[src/hdl/tcp_tx_cfg.svh]
`ifndef TCP_TX_CFG_SVH
`define TCP_TX_CFG_SVH

// option area limits
// no SACK blocks, so MSS + WS + SACK-permitted + timestamp fill at most 6 words
`define TCP_TX_MAX_OPT_WORDS 6

// header length in bytes
`define TCP_TX_MIN_HDR_BYTES 20
`define TCP_TX_MAX_HDR_BYTES 44

`endif

[src/hdl/tcp_tx_pkg.sv]
`default_nettype none

package tcp_tx_pkg;

  localparam logic [7:0] TCP_PROTO = 8'd6;  // ip protocol field for tcp

  // option kind bytes as they appear on the wire
  typedef enum logic [7:0] {
    opt_end       = 8'd0,
    opt_nop       = 8'd1,
    opt_mss       = 8'd2,
    opt_ws        = 8'd3,
    opt_sack_perm = 8'd4,
    opt_ts        = 8'd8
  } tcp_opt_kind_t;

  // checksum engine phases
  typedef enum logic [2:0] {
    cks_idle,
    cks_pseudo,   // 12 byte pseudo header
    cks_header,   // fixed header then options
    cks_fold,     // payload sum, carry folds, complement
    cks_done
  } cks_state_t;

  // transmit control states
  typedef enum logic [2:0] {
    tx_idle,
    tx_assemble,  // option packing in progress
    tx_checksum,  // waiting on checksum result
    tx_ready,     // out_rdy raised, waiting for out_acc
    tx_header,
    tx_payload
  } tx_state_t;

endpackage : tcp_tx_pkg

`default_nettype wire

[src/hdl/tcp_opt_assemble.sv]
`timescale 1ns/1ns
`default_nettype none
`include "tcp_tx_cfg.svh"

module tcp_opt_assemble
  import tcp_tx_pkg::*;
(
  input  logic                                  clk,
  input  logic                                  rst,
  input  logic                                  opt_start,
  input  logic                                  mss_pres,
  input  logic                                  wnd_pres,
  input  logic                                  sack_perm_pres,
  input  logic                                  ts_pres,
  input  logic [15:0]                           mss,
  input  logic [7:0]                            wnd_scale,
  input  logic [31:0]                           ts_val,
  input  logic [31:0]                           ts_ecr,
  output logic                                  opt_done,
  output logic [`TCP_TX_MAX_OPT_WORDS-1:0][31:0] opt_words,
  output logic [2:0]                            opt_count,
  output logic [3:0]                            data_offset
);

  localparam int LAST_SLOT = `TCP_TX_MAX_OPT_WORDS - 1;

  logic [`TCP_TX_MAX_OPT_WORDS-1:0][31:0] proto;  // all options, top slot examined first
  logic [`TCP_TX_MAX_OPT_WORDS-1:0]       pres;
  logic [2:0]                            slot;
  logic                                  busy;

  assign data_offset = 4'd5 + {1'b0, opt_count};  // 32-bit words incl. fixed header

  always_ff @(posedge clk) begin
    if (rst) begin
      busy      <= 1'b0;
      opt_done  <= 1'b0;
      slot      <= '0;
      opt_count <= '0;
    end else begin
      opt_done <= 1'b0;
      if (opt_start) begin
        busy      <= 1'b1;
        slot      <= '0;
        opt_count <= '0;
      end else if (busy) begin
        slot <= slot + 3'd1;
        if (pres[LAST_SLOT])
          opt_count <= opt_count + 3'd1;
        if (slot == 3'(LAST_SLOT)) begin  // every slot visited
          busy     <= 1'b0;
          opt_done <= 1'b1;
        end
      end
    end
  end

  // Words leave the prototype from the timestamp end and are pushed in at the
  // top of opt_words, so MSS ends up most significant and absent slots leave
  // zeros at the bottom.
  always_ff @(posedge clk) begin
    if (opt_start) begin
      proto <= {ts_ecr,
                ts_val,
                {opt_nop, opt_nop, opt_ts, 8'd10},
                {opt_nop, opt_nop, opt_sack_perm, 8'd2},
                {opt_nop, opt_ws, 8'd3, wnd_scale},
                {opt_mss, 8'd4, mss}};
      pres      <= {{3{ts_pres}}, sack_perm_pres, wnd_pres, mss_pres};
      opt_words <= '0;
    end else if (busy) begin
      proto <= {proto[LAST_SLOT-1:0], 32'h0};
      pres  <= {pres[LAST_SLOT-1:0], 1'b0};
      if (pres[LAST_SLOT])
        opt_words <= {proto[LAST_SLOT], opt_words[LAST_SLOT:1]};
    end
  end

  // stream and checksum sequencing rely on this fixed latency
  a_opt_latency: assert property (@(posedge clk) disable iff (rst)
    opt_start |-> ##(LAST_SLOT + 2) opt_done);

  a_opt_count: assert property (@(posedge clk) disable iff (rst)
    opt_done |-> opt_count <= 3'(`TCP_TX_MAX_OPT_WORDS));

endmodule : tcp_opt_assemble

`default_nettype wire

[src/hdl/tcp_cks_calc.sv]
`timescale 1ns/1ns
`default_nettype none
`include "tcp_tx_cfg.svh"

module tcp_cks_calc
  import tcp_tx_pkg::*;
(
  input  logic                                  clk,
  input  logic                                  rst,
  input  logic                                  cks_start,
  input  logic [31:0]                           src_ip,
  input  logic [31:0]                           dst_ip,
  input  logic [9:0][15:0]                      hdr_words,
  input  logic [`TCP_TX_MAX_OPT_WORDS-1:0][31:0] opt_words,
  input  logic [3:0]                            data_offset,
  input  logic [15:0]                           pld_len,
  input  logic [31:0]                           pld_cks,
  output logic                                  cks_done,
  output logic [15:0]                           cks
);

  localparam int HDR_HALVES = `TCP_TX_MIN_HDR_BYTES / 2;
  localparam int LAST_HALF  = HDR_HALVES + 2 * `TCP_TX_MAX_OPT_WORDS - 1;

  cks_state_t                                state;
  logic [4:0]                                cnt;
  logic [4:0]                                last_cnt;
  logic [4:0]                                half_idx;
  logic [31:0]                               acc;
  logic [4:0][15:0]                          pseudo;  // remaining pseudo header words
  logic [31:0]                               pld_cks_r;
  logic [2*`TCP_TX_MAX_OPT_WORDS-1:0][15:0]  opt_halves;
  logic [15:0]                               cur_word;
  logic [16:0]                               fold_a;
  logic [15:0]                               fold_b;

  assign opt_halves = opt_words;
  assign last_cnt   = {data_offset, 1'b0} - 5'd1;  // header and options in 16-bit words
  assign half_idx   = (cnt < 5'(HDR_HALVES)) ? 5'(HDR_HALVES - 1) - cnt : 5'(LAST_HALF) - cnt;
  assign cur_word   = (cnt < 5'(HDR_HALVES)) ? hdr_words[half_idx[3:0]]
                                              : opt_halves[half_idx[3:0]];
  assign fold_a     = {1'b0, acc[31:16]} + {1'b0, acc[15:0]};
  assign fold_b     = fold_a[15:0] + {15'b0, fold_a[16]};

  always_ff @(posedge clk) begin
    if (rst) begin
      state    <= cks_idle;
      cnt      <= '0;
      cks_done <= 1'b0;
    end else begin
      case (state)
        cks_idle: if (cks_start) begin
          cnt   <= '0;
          state <= cks_pseudo;
        end
        cks_pseudo: begin
          cnt <= cnt + 5'd1;
          if (cnt == 5'd4) begin  // first word went in on the start edge
            cnt   <= '0;
            state <= cks_header;
          end
        end
        cks_header: begin
          cnt <= cnt + 5'd1;
          if (cnt == last_cnt) begin
            cnt   <= '0;
            state <= cks_fold;
          end
        end
        cks_fold: begin
          cnt <= 5'd1;
          if (cnt[0]) begin
            cks_done <= 1'b1;
            state    <= tcp_tx_pkg::cks_done;
          end
        end
        tcp_tx_pkg::cks_done: begin
          cks_done <= 1'b0;
          state    <= cks_idle;
        end
        default: state <= cks_idle;
      endcase
    end
  end

  // Pseudo header length is summed as pld_len here and data_offset*4 in the
  // first fold cycle, since data_offset settles only after option assembly.
  always_ff @(posedge clk) begin
    case (state)
      cks_idle: if (cks_start) begin
        acc       <= {16'h0, src_ip[31:16]};
        pseudo    <= {src_ip[15:0], dst_ip[31:16], dst_ip[15:0], {8'h00, TCP_PROTO}, pld_len};
        pld_cks_r <= pld_cks;
      end
      cks_pseudo: begin
        acc    <= acc + {16'h0, pseudo[4]};
        pseudo <= {pseudo[3:0], 16'h0};
      end
      cks_header: acc <= acc + {16'h0, cur_word};
      cks_fold: begin
        if (!cnt[0])
          acc <= {15'h0, fold_a} + {16'h0, pld_cks_r[31:16]} + {16'h0, pld_cks_r[15:0]}
                 + {26'h0, data_offset, 2'b00};
        else
          cks <= ~fold_b;  // second and third fold, then complement
      end
      default: ;
    endcase
  end

  a_start_idle: assert property (@(posedge clk) disable iff (rst)
    cks_start |-> state == cks_idle);

endmodule : tcp_cks_calc

`default_nettype wire

[src/hdl/tcp_tx_stream.sv]
`timescale 1ns/1ns
`default_nettype none
`include "tcp_tx_cfg.svh"

module tcp_tx_stream
  import tcp_tx_pkg::*;
(
  input  logic                                  clk,
  input  logic                                  rst,
  input  logic                                  tx_rdy,
  input  logic [15:0]                           src_port,
  input  logic [15:0]                           dst_port,
  input  logic [31:0]                           seq_num,
  input  logic [31:0]                           ack_num,
  input  logic [8:0]                            flags,
  input  logic [15:0]                           wnd,
  input  logic [15:0]                           urg_ptr,
  input  logic [15:0]                           pld_len,
  input  logic                                  opt_done,
  input  logic [`TCP_TX_MAX_OPT_WORDS-1:0][31:0] opt_words,
  input  logic [2:0]                            opt_count,
  input  logic [3:0]                            data_offset,
  input  logic                                  cks_done,
  input  logic [15:0]                           cks,
  input  logic                                  out_acc,
  input  logic                                  strm_req,
  input  logic [7:0]                            pld_dat,
  output logic                                  tx_acc,
  output logic                                  opt_start,
  output logic                                  cks_start,
  output logic [9:0][15:0]                      hdr_words,
  output logic                                  out_rdy,
  output logic [15:0]                           ip_len,
  output logic                                  strm_val,
  output logic                                  strm_sof,
  output logic                                  strm_eof,
  output logic [7:0]                            strm_dat,
  output logic                                  pld_req
);

  localparam int TOP_BYTE = `TCP_TX_MAX_HDR_BYTES - 1;

  tx_state_t                            state;
  logic [15:0]                          src_port_r;
  logic [15:0]                          dst_port_r;
  logic [31:0]                          seq_r;
  logic [31:0]                          ack_r;
  logic [8:0]                           flags_r;
  logic [15:0]                          wnd_r;
  logic [15:0]                          urg_r;
  logic [15:0]                          pld_len_r;
  logic [15:0]                          pld_cnt;
  logic [`TCP_TX_MAX_HDR_BYTES-1:0][7:0] hdr_reg;  // byte 0 of the segment on top
  logic [5:0]                           hdr_cnt;
  logic [5:0]                           hdr_last;
  logic                                 hdr_end;
  logic                                 pld_end;
  logic                                 hdr_take;
  logic                                 seg_open;  // between sof and eof

  // checksum field left zero for the checksum engine
  assign hdr_words = {src_port_r, dst_port_r, seq_r, ack_r,
                      data_offset, 3'b000, flags_r, wnd_r, 16'h0000, urg_r};

  assign ip_len   = {10'h0, data_offset, 2'b00} + pld_len_r;
  assign hdr_last = 6'(`TCP_TX_MIN_HDR_BYTES) + {1'b0, opt_count, 2'b00} - 6'd1;
  assign hdr_end  = hdr_cnt == hdr_last;
  assign pld_end  = pld_cnt == pld_len_r - 16'd1;
  assign hdr_take = (state == tx_header) && !strm_eof && strm_req;
  assign pld_req  = (state == tx_payload) && !strm_eof && strm_req;

  always_ff @(posedge clk) begin
    if (rst) begin
      state     <= tx_idle;
      tx_acc    <= 1'b0;
      opt_start <= 1'b0;
      cks_start <= 1'b0;
      out_rdy   <= 1'b0;
      strm_val  <= 1'b0;
      strm_sof  <= 1'b0;
      strm_eof  <= 1'b0;
      hdr_cnt   <= '0;
      pld_cnt   <= '0;
    end else begin
      tx_acc    <= 1'b0;
      opt_start <= 1'b0;
      cks_start <= 1'b0;
      case (state)
        tx_idle: if (tx_rdy) begin
          tx_acc    <= 1'b1;
          opt_start <= 1'b1;
          cks_start <= 1'b1;  // pseudo header runs alongside option packing
          state     <= tx_assemble;
        end
        tx_assemble: if (opt_done) state <= tx_checksum;
        tx_checksum: if (cks_done) begin
          out_rdy <= 1'b1;
          state   <= tx_ready;
        end
        tx_ready: if (out_acc) begin
          out_rdy <= 1'b0;
          hdr_cnt <= '0;
          pld_cnt <= '0;
          state   <= tx_header;
        end
        tx_header, tx_payload: begin
          if (strm_eof) begin  // last byte already out
            strm_val <= 1'b0;
            strm_eof <= 1'b0;
            state    <= tx_idle;
          end else if (hdr_take) begin
            strm_val <= 1'b1;
            strm_sof <= hdr_cnt == 6'd0;
            strm_eof <= hdr_end && pld_len_r == 16'd0;
            hdr_cnt  <= hdr_cnt + 6'd1;
            if (hdr_end && pld_len_r != 16'd0)
              state <= tx_payload;
          end else if (pld_req) begin
            strm_val <= 1'b1;
            strm_sof <= 1'b0;
            strm_eof <= pld_end;
            pld_cnt  <= pld_cnt + 16'd1;
          end else begin
            strm_val <= 1'b0;  // no request, no byte
            strm_sof <= 1'b0;
          end
        end
        default: state <= tx_idle;
      endcase
    end
  end

  always_ff @(posedge clk) begin
    if (state == tx_idle && tx_rdy) begin
      src_port_r <= src_port;
      dst_port_r <= dst_port;
      seq_r      <= seq_num;
      ack_r      <= ack_num;
      flags_r    <= flags;
      wnd_r      <= wnd;
      urg_r      <= urg_ptr;
      pld_len_r  <= pld_len;
    end
    if (state == tx_checksum && cks_done)
      hdr_reg <= {hdr_words[9:2], cks, hdr_words[0], opt_words};  // cks lands in bytes 16-17
    else if (hdr_take)
      hdr_reg <= {hdr_reg[TOP_BYTE-1:0], 8'h00};
    if (hdr_take)
      strm_dat <= hdr_reg[TOP_BYTE];
    else if (pld_req)
      strm_dat <= pld_dat;
  end

  always_ff @(posedge clk) begin
    if (rst)
      seg_open <= 1'b0;
    else if (strm_eof)
      seg_open <= 1'b0;
    else if (strm_sof)
      seg_open <= 1'b1;
  end

  a_val_state: assert property (@(posedge clk) disable iff (rst)
    strm_val |-> state inside {tx_header, tx_payload});

  a_sof_once: assert property (@(posedge clk) disable iff (rst)
    strm_sof |-> !seg_open);

  a_eof_once: assert property (@(posedge clk) disable iff (rst)
    strm_eof |-> seg_open);

endmodule : tcp_tx_stream

`default_nettype wire

[src/hdl/tcp_tx_top.sv]
`timescale 1ns/1ns
`default_nettype none
`include "tcp_tx_cfg.svh"

module tcp_tx_top (
  input  logic        clk,
  input  logic        rst,
  // client descriptor
  input  logic        tx_rdy,
  output logic        tx_acc,
  input  logic [31:0] src_ip,
  input  logic [31:0] dst_ip,
  input  logic [15:0] src_port,
  input  logic [15:0] dst_port,
  input  logic [31:0] seq_num,
  input  logic [31:0] ack_num,
  input  logic [8:0]  flags,
  input  logic [15:0] wnd,
  input  logic [15:0] urg_ptr,
  input  logic [15:0] pld_len,
  input  logic [31:0] pld_cks,
  input  logic        mss_pres,
  input  logic        wnd_pres,
  input  logic        sack_perm_pres,
  input  logic        ts_pres,
  input  logic [15:0] mss,
  input  logic [7:0]  wnd_scale,
  input  logic [31:0] ts_val,
  input  logic [31:0] ts_ecr,
  // downstream
  output logic        out_rdy,
  input  logic        out_acc,
  output logic [15:0] ip_len,
  input  logic        strm_req,
  output logic        strm_val,
  output logic        strm_sof,
  output logic        strm_eof,
  output logic [7:0]  strm_dat,
  // payload source
  output logic        pld_req,
  input  logic [7:0]  pld_dat
);

  logic                                  opt_start;
  logic                                  opt_done;
  logic [`TCP_TX_MAX_OPT_WORDS-1:0][31:0] opt_words;
  logic [2:0]                            opt_count;
  logic [3:0]                            data_offset;
  logic                                  cks_start;
  logic                                  cks_done;
  logic [15:0]                           cks;
  logic [9:0][15:0]                      hdr_words;

  // option values and pseudo header fields are latched on the start pulses
  tcp_opt_assemble tcp_opt_assemble_inst (
    .clk, .rst, .opt_start,
    .mss_pres, .wnd_pres, .sack_perm_pres, .ts_pres,
    .mss, .wnd_scale, .ts_val, .ts_ecr,
    .opt_done, .opt_words, .opt_count, .data_offset
  );

  tcp_cks_calc tcp_cks_calc_inst (
    .clk, .rst, .cks_start,
    .src_ip, .dst_ip, .hdr_words, .opt_words, .data_offset,
    .pld_len, .pld_cks,
    .cks_done, .cks
  );

  tcp_tx_stream tcp_tx_stream_inst (
    .clk, .rst, .tx_rdy,
    .src_port, .dst_port, .seq_num, .ack_num, .flags, .wnd, .urg_ptr, .pld_len,
    .opt_done, .opt_words, .opt_count, .data_offset,
    .cks_done, .cks,
    .out_acc, .strm_req, .pld_dat,
    .tx_acc, .opt_start, .cks_start, .hdr_words,
    .out_rdy, .ip_len,
    .strm_val, .strm_sof, .strm_eof, .strm_dat,
    .pld_req
  );

endmodule : tcp_tx_top

`default_nettype wire

[config.mk]
export PLATFORM = sky130hd
export DESIGN_NAME = tcp_tx_top
export DESIGN_NICKNAME = d
export VERILOG_FILES = /design/src/hdl/tcp_tx_pkg.sv /design/src/hdl/tcp_opt_assemble.sv /design/src/hdl/tcp_cks_calc.sv /design/src/hdl/tcp_tx_stream.sv /design/src/hdl/tcp_tx_top.sv
export VERILOG_INCLUDE_DIRS = /design/src /design/src/hdl
export SDC_FILE = /design/constraint.sdc
export NUM_CORES = 2
export LEC_CHECK = 0
export BUFFER_PORTS_ARGS = -buffer_cell sky130_fd_sc_hd__clkbuf_2
export CORE_ASPECT_RATIO = 0.7
export CORE_MARGIN = 2
export CORE_UTILIZATION = 50
export CTS_BUF_LIST = sky130_fd_sc_hd__clkbuf_16
export CTS_CLUSTER_SIZE = 20
export DETAILED_ROUTE_END_ITERATION = 8
export GPL_TIMING_DRIVEN = 0
export PLACE_DENSITY_LB_ADDON = 0.3
export REMOVE_ABC_BUFFERS = 1
export SETUP_SLACK_MARGIN = 0.4
export SYNTH_ARGS = -nofsm -noshare
export SYNTH_HDL_FRONTEND = slang
export SYNTH_SLANG_ARGS = --single-unit
[constraint.sdc]
create_clock -name clk -period 22.2 [get_ports clk]
set_input_delay 2.22 -clock clk [delete_from_list [all_inputs] [get_ports clk]]
set_output_delay 2.22 -clock clk [all_outputs]
set_load 0.02 [all_outputs]
# Word level (Yosys, flattened, before mapping)
# Cells that the tools add are included.
[word_totals]
regBits = 1063
latchBits = 0
ram_bits = 0
romBits = 0
output_inout_bits = 30
wordCells = 248
n_memories = 0
[classes]
n_addsub = 20
multipliers = 0
div = 0
magnitude_cmp = 2
eq_ne = 29
shifts = 0
mux = 62
bitwise = 4
reduce_logical = 39
[op_table]
columns = ["operator", "count"]
rows = [
  ["352-bit two-way mux", 2],
  ["192-bit two-way mux", 2],
  ["80-bit one-hot mux with 2 select lines", 1],
  ["16-bit binary-select mux with 4-bit select", 2],
  ["32-bit one-hot mux with 4 select lines", 1],
  ["16-bit two-way mux", 7],
  ["32-bit by 16-bit adder with 32-bit output", 3],
  ["80-bit two-way mux", 1],
  ["32-bit two-way mux", 2],
  ["3-bit two-way mux", 11],
  ["32-bit by 6-bit adder with 32-bit output", 1],
  ["16-bit one-hot mux with 2 select lines", 1],
  ["6-bit two-way mux", 5],
  ["5-bit one-hot mux with 4 select lines", 1],
  ["17-bit by 16-bit adder with 18-bit output", 1],
  ["16-bit by 16-bit adder with 17-bit output", 1],
  ["16-bit by 1-bit adder with 16-bit output", 1],
  ["16-bit by 1-bit adder with 16-bit output (second input constant)", 1],
  ["6-bit by 16-bit adder with 16-bit output", 1],
  ["16-bit == test", 1],
  ["16-bit zero test", 1],
  ["8-bit two-way mux", 2],
  ["2-bit inequality test (second input constant)", 8],
  ["16-bit inverter", 1],
  ["other kinds (42)", 98],
]

# Depth between registers and ports, before layout
[depth]
depth_word = 8
mapped_depth = 26
ltp_nobuf = 26

# Cells and area by module
# A second synthesis with hierarchy kept.
[unflattened]
hier_cells = 3632
hier_area_um2 = 48175.0
[by_module_without_submodules]
columns = ["mod", "instances", "cells_per_inst", "area_per_inst_um2", "seq_area_each_um2"]
rows = [
  ["tcp_tx_stream", 1, 1307, 21386.8, 15975.3],
  ["tcp_opt_assemble", 1, 1309, 14124.8, 7747.4],
  ["tcp_cks_calc", 1, 1016, 12663.4, 4984.8],
]

# Worst setup path before layout
# No wires, ideal clock.
[synth_path]
path_kind = "input -> register"
start = "input port tx_rdy"
end = "register tcp_tx_stream_inst.ack_r[0], enable pin"
setup_ps = 853
arrival_time_ps = 12610
t_required_ps = 21347
setup_slack_ps = 8737
path_stages = 2
cell_sequence = "nand2b_1 > nor3_1"
[synth_between]
elab_chain_cells = 1
[synth_lines]
columns = ["item", "line_no", "text"]
rows = [
  ["start, declared", "tcp_tx_top.sv:9", "input logic tx_rdy,"],
  ["1-bit logical AND", "tcp_tx_stream.sv:134", "if (state == tx_idle && tx_rdy) begin"],
  ["end signal, assigned", "tcp_tx_stream.sv:138", "ack_r <= ack_num;"],
  ["end, declared", "tcp_tx_stream.sv:47", "logic [31:0] ack_r;"],
]
# No other way between the ends.
# A chain may end at the register's enable or synchronous reset.

# Worst setup path after layout
[layout_path]
start = "register tcp_cks_calc_inst.cnt[1]"
end = "register tcp_cks_calc_inst.acc[17] (data pin)"
[layout_between]
elab_chain_cells = 7
elab_cells_between_ends = 11
[layout_lines]
columns = ["item", "line_no", "text"]
rows = [
  ["start, declared", "tcp_cks_calc.sv:26", "logic [4:0] cnt;"],
  ["start signal, assigned", "tcp_cks_calc.sv:57", "cnt <= cnt + 5'd1;"],
  ["start signal, assigned", "tcp_cks_calc.sv:64", "cnt <= cnt + 5'd1;"],
  ["3-bit by 4-bit subtractor with 4-bit output (tied with other cells)", "tcp_cks_calc.sv:39", "assign half_idx = (cnt < 5'(HDR_HALVES)) ? 5'(HDR_HALVES - 1) - cnt : 5'(LAST_HALF) - cnt;"],
  ["4-bit two-way mux", "tcp_cks_calc.sv:39", ""],
  ["16-bit binary-select mux with 4-bit select (on tied branches)", "tcp_cks_calc.sv:41, tcp_cks_calc.sv:40", ""],
  ["16-bit two-way mux (on tied branches)", "tcp_cks_calc.sv:41, tcp_cks_calc.sv:40", ""],
  ["16-bit two-way mux (*)", "tcp_cks_calc.sv:40", "assign cur_word = (cnt < 5'(HDR_HALVES)) ? hdr_words[half_idx[3:0]]"],
  ["32-bit by 16-bit adder with 32-bit output (*)", "tcp_cks_calc.sv:99", "cks_header: acc <= acc + {16'h0, cur_word};"],
  ["32-bit one-hot mux with 4 select lines (*)", "tcp_cks_calc.sv:89", "case (state)"],
  ["end signal, assigned", "tcp_cks_calc.sv:91", "acc <= {16'h0, src_ip[31:16]};"],
  ["end signal, assigned", "tcp_cks_calc.sv:99", ""],
  ["end signal, assigned", "tcp_cks_calc.sv:102", "acc <= {15'h0, fold_a} + {16'h0, pld_cks_r[31:16]} + {16'h0, pld_cks_r[15:0]}"],
  ["end, declared", "tcp_cks_calc.sv:29", "logic [31:0] acc;"],
]
# Mark *: on every way between the ends. The rest lies on a longest branch, timed or not. The select of a mux whose other input is x is not followed.

==> metrics.txt <==
clock period minus worst slack=just over 8 ns; port bufs=383; H-tree Lvls=3; Max Root-Sink Buffers=3; Clock Latency Late Sink=approximately 0.73 ns; gr ovfl total=0; share of post-route cells with drive strength above 1=roughly a fifth; Peak supply drop=0.172 mV; clock root cell=clkbuf_16; Max Cap Viol=0; Post-CTS Setup Inserts=0; Worst Path Required=22.63 ns; Worst Hold Class=flip-flop to flip-flop; RSZ-0062 raised after global routing=no; DRC Markers=0; crit path cell chain=inv_1, nand2_1, a21oi_4, buf_16, inv_2, fa_2, buf_12, nor2_1, a22oi_1, o21ai_0, ha_1, a21o_1, a21oi_1, o21a_1, o21ai_1, a211oi_1, o22a_1, xnor2_1, o22ai_1; Sw Share=around a third; PostCTS Resize Cnt=0; EDFF count, synth=approximately 760; Pwr Total=6.24 mW; f_max=123 MHz; first-pass GRT wire length=about 180000 um; Warnings, synthesis=0; Slew Viols, Final=0; critical path's top delay family=compound AO/OA/AOI/OAI gates; Placement Setup Slack=14.31 ns; routed vias/inst=between 5 and 6; Mapped Cells=around 3700; Slowest Stage Delay on Critical Path=between 1 and 1.5 ns; sequential power share=between 30 and 40%; post-synth cell types=82; Fin. Hold Viols=0; P_leak=between 15 and 20 nW; core area=92200 sq um; Slew HR=under 10%; Critical-path top delay cell=nor2_1; DRT Wirelength=between 100000 and 150000 um; status=completed; pin count of the biggest net entering global routing=90; Die Y=between 200 and 300 um; post-synthesis sequential area ratio=about three fifths; 1st-iter DRT viols=around 3200; power per cell area=116 nW/um^2; fin crit share=36.5%; Largest register FFs=352; Reg clk slew, reported paths=around 0.060 ns; flops & latches, synth=between 1000 and 1500; crit end category=flip-flop; TritonCTS clock tree=built; final RePlAce weighted congestion=slightly above 0.9; top cell type's share of synthesized area=roughly 50%; Total Nets Final=about 4500; hold buffer count at CTS=0; Cell Rows=slightly above 90; asr flop ratio synth=0%; routed length per instance=about 23 um; vias=between 30000 and 40000; CTS Sinks=approximately 1100; cts bufs inserted=100; Die X=approximately 370 um; syn_area_per_cell=12.4 sq um; Final Setup Violations=0; most common flop cell mapped by yosys=edfxtp_1; antenna-violating nets left=0; area leader, netlist=edfxtp_1; Synth-to-Final Area Change=16.0%; Clk pwr share=between 20% and 30%; Post-Syn Area=approximately 47000 sq um; sw power=about 2.1 mW; internal cell power=around 4.1 mW; starting density of the core=50.5%; crit path launch type=flip-flop; initial antenna violation count=10; IO Count=roughly 380; worst slew pin tran=1.39 ns; largest cells by area after synthesis=edfxtp_1 (49%), dfxtp_1 (12%), a22o_1 (7.2%); Buf+Inv Stages, Crit Path=4; GRT Overall Usage=about a quarter; Worst Path Max Fanout=30; Arr. time, crit path=8.54 ns; Fin Clk Skew=around 0.042 ns; HPWL after detailed placement=around 84000 um; post-route setup slack=roughly 14 ns; Initial DRT Pass Iterations=6; vias in the first global route=30092; critical path class=flip-flop to flip-flop; die footprint=between 90000 and 100000 sq um; Comb pwr share=34.5%
synthesized netlist by cell type (17+ instances only):
cell,instances
edfxtp_1,764
nand2_1,569
a22o_1,383
dfxtp_1,288
a21oi_1,278
clkbuf_1,200
nor2_1,162
ha_1,93
o21ai_0,91
mux2i_1,81
and2_1,76
xnor2_1,75
mux4_2,69
inv_1,56
mux2_2,52
xor2_1,48
nand3_1,30
nor3_1,29
buf_1,24
o31ai_1,24
buf_2,22
or3_1,22
nor2b_1,20
o21a_1,20
a211oi_1,19
a21o_1,19
a311oi_1,19
nand2b_1,19
a22oi_1,17
through the flow:
step                      hold WS (ns)  cells  area (sq um)  utilization [%]  setup TNS (ns)
final                            0.457   5396         54000             58.6               0
after global routing             0.480   5395         54000             58.6               0
after CTS                        0.459   5395         54000             58.6               0
after detailed placement         0.447   5205         50700             55.0               0
after global placement           0.429   5111         49000             53.2        -3442.40
after floorplan                  0.423   3493         45600                -               0
cells in the final DEF, fill, tap and decap left out, types with 10 or more instances in the layout:
master	count
a211o_1	14
a211oi_1	19
a21o_1	19
a21oi_1	277
a22o_1	383
a22oi_1	17
a311oi_1	19
and2_1	75
and3_1	10
buf_12	13
buf_16	23
buf_6	44
clkbuf_16	102
clkbuf_2	383
clkinv_1	26
clkinv_2	15
dfxtp_1	284
edfxtp_1	764
ha_1	93
inv_1	82
mux2_2	52
mux2i_1	81
mux4_2	69
nand2_1	567
nand2b_1	19
nand3_1	30
nand4_1	14
nor2_1	158
nor2b_1	19
nor3_1	27
nor3b_1	10
nor4_1	11
o21a_1	20
o21ai_0	91
o31ai_1	24
or3_1	22
xnor2_1	74
xor2_1	48
metal layers:
layer / global-route usage [%] / share of wire (%)
met2: 36.8 / 44
met4: 5.71 / 2.0
met5: 0 / 0.094
met1: 37.5 / 45
met3: 6.07 / 8.8
cell families after synthesis:
logic type      count (synthesis)  share of synthesized area [%]
xor+xnor                      123                           2.31
mux                           202                           6.34
simple gates                  998                           9.44
fa+ha+maj                     103                           2.93
buf+inv                       313                           2.64
compound gates                956                           14.7
flops                        1052                           61.6
worst paths after layout:
check             slack, ns  cells after the start                              end                            from
setup / recovery      14.09                     19        tcp_cks_calc_inst.acc[17]        tcp_cks_calc_inst.cnt[1]
hold / removal         0.46                      1  tcp_opt_assemble_inst.proto[41]  tcp_opt_assemble_inst.proto[9]
setup reg to reg      14.09                     19        tcp_cks_calc_inst.acc[17]        tcp_cks_calc_inst.cnt[1]
hold reg to reg        0.46                      1  tcp_opt_assemble_inst.proto[41]  tcp_opt_assemble_inst.proto[9]
final cells by class:
type / count / area, sq um
inverter: 59 / 221
timing repair buffer: 477 / 3460
sequential: 1052 / 28700
fill: 7351 / 38200
antenna: 1 / 2.50
multi-input combinational: 2382 / 16700
tap: 1235 / 1550
clock buffer: 102 / 2550
clock inverter: 88 / 753
power groups by stage:
stage                     registers (mW)  clock network (mW)  logic (mW)
after floorplan                     2.39                   0        1.55
after global placement              2.45                   0        2.06
after detailed placement            2.41                   0        2.11
after CTS                           2.37                1.75        2.13
after global routing                2.38                1.83        2.36
final                               2.37                1.72        2.15
worst register-to-register path, stage by stage (launching register included):
cell	delay (ns)
dfxtp_4	0.73
inv_1	0.29
nand2_1	0.18
a21oi_4	0.17
buf_16	0.23
inv_2	0.68
fa_2	0.85
buf_12	0.28
nor2_1	1.05
a22oi_1	0.56
o21ai_0	0.42
ha_1	0.30
a21o_1	0.20
a21oi_1	0.29
o21a_1	0.18
o21ai_1	0.16
a211oi_1	0.50
o22a_1	0.50
xnor2_1	0.17
o22ai_1	0.09
Power figures use the tool's default switching activity.
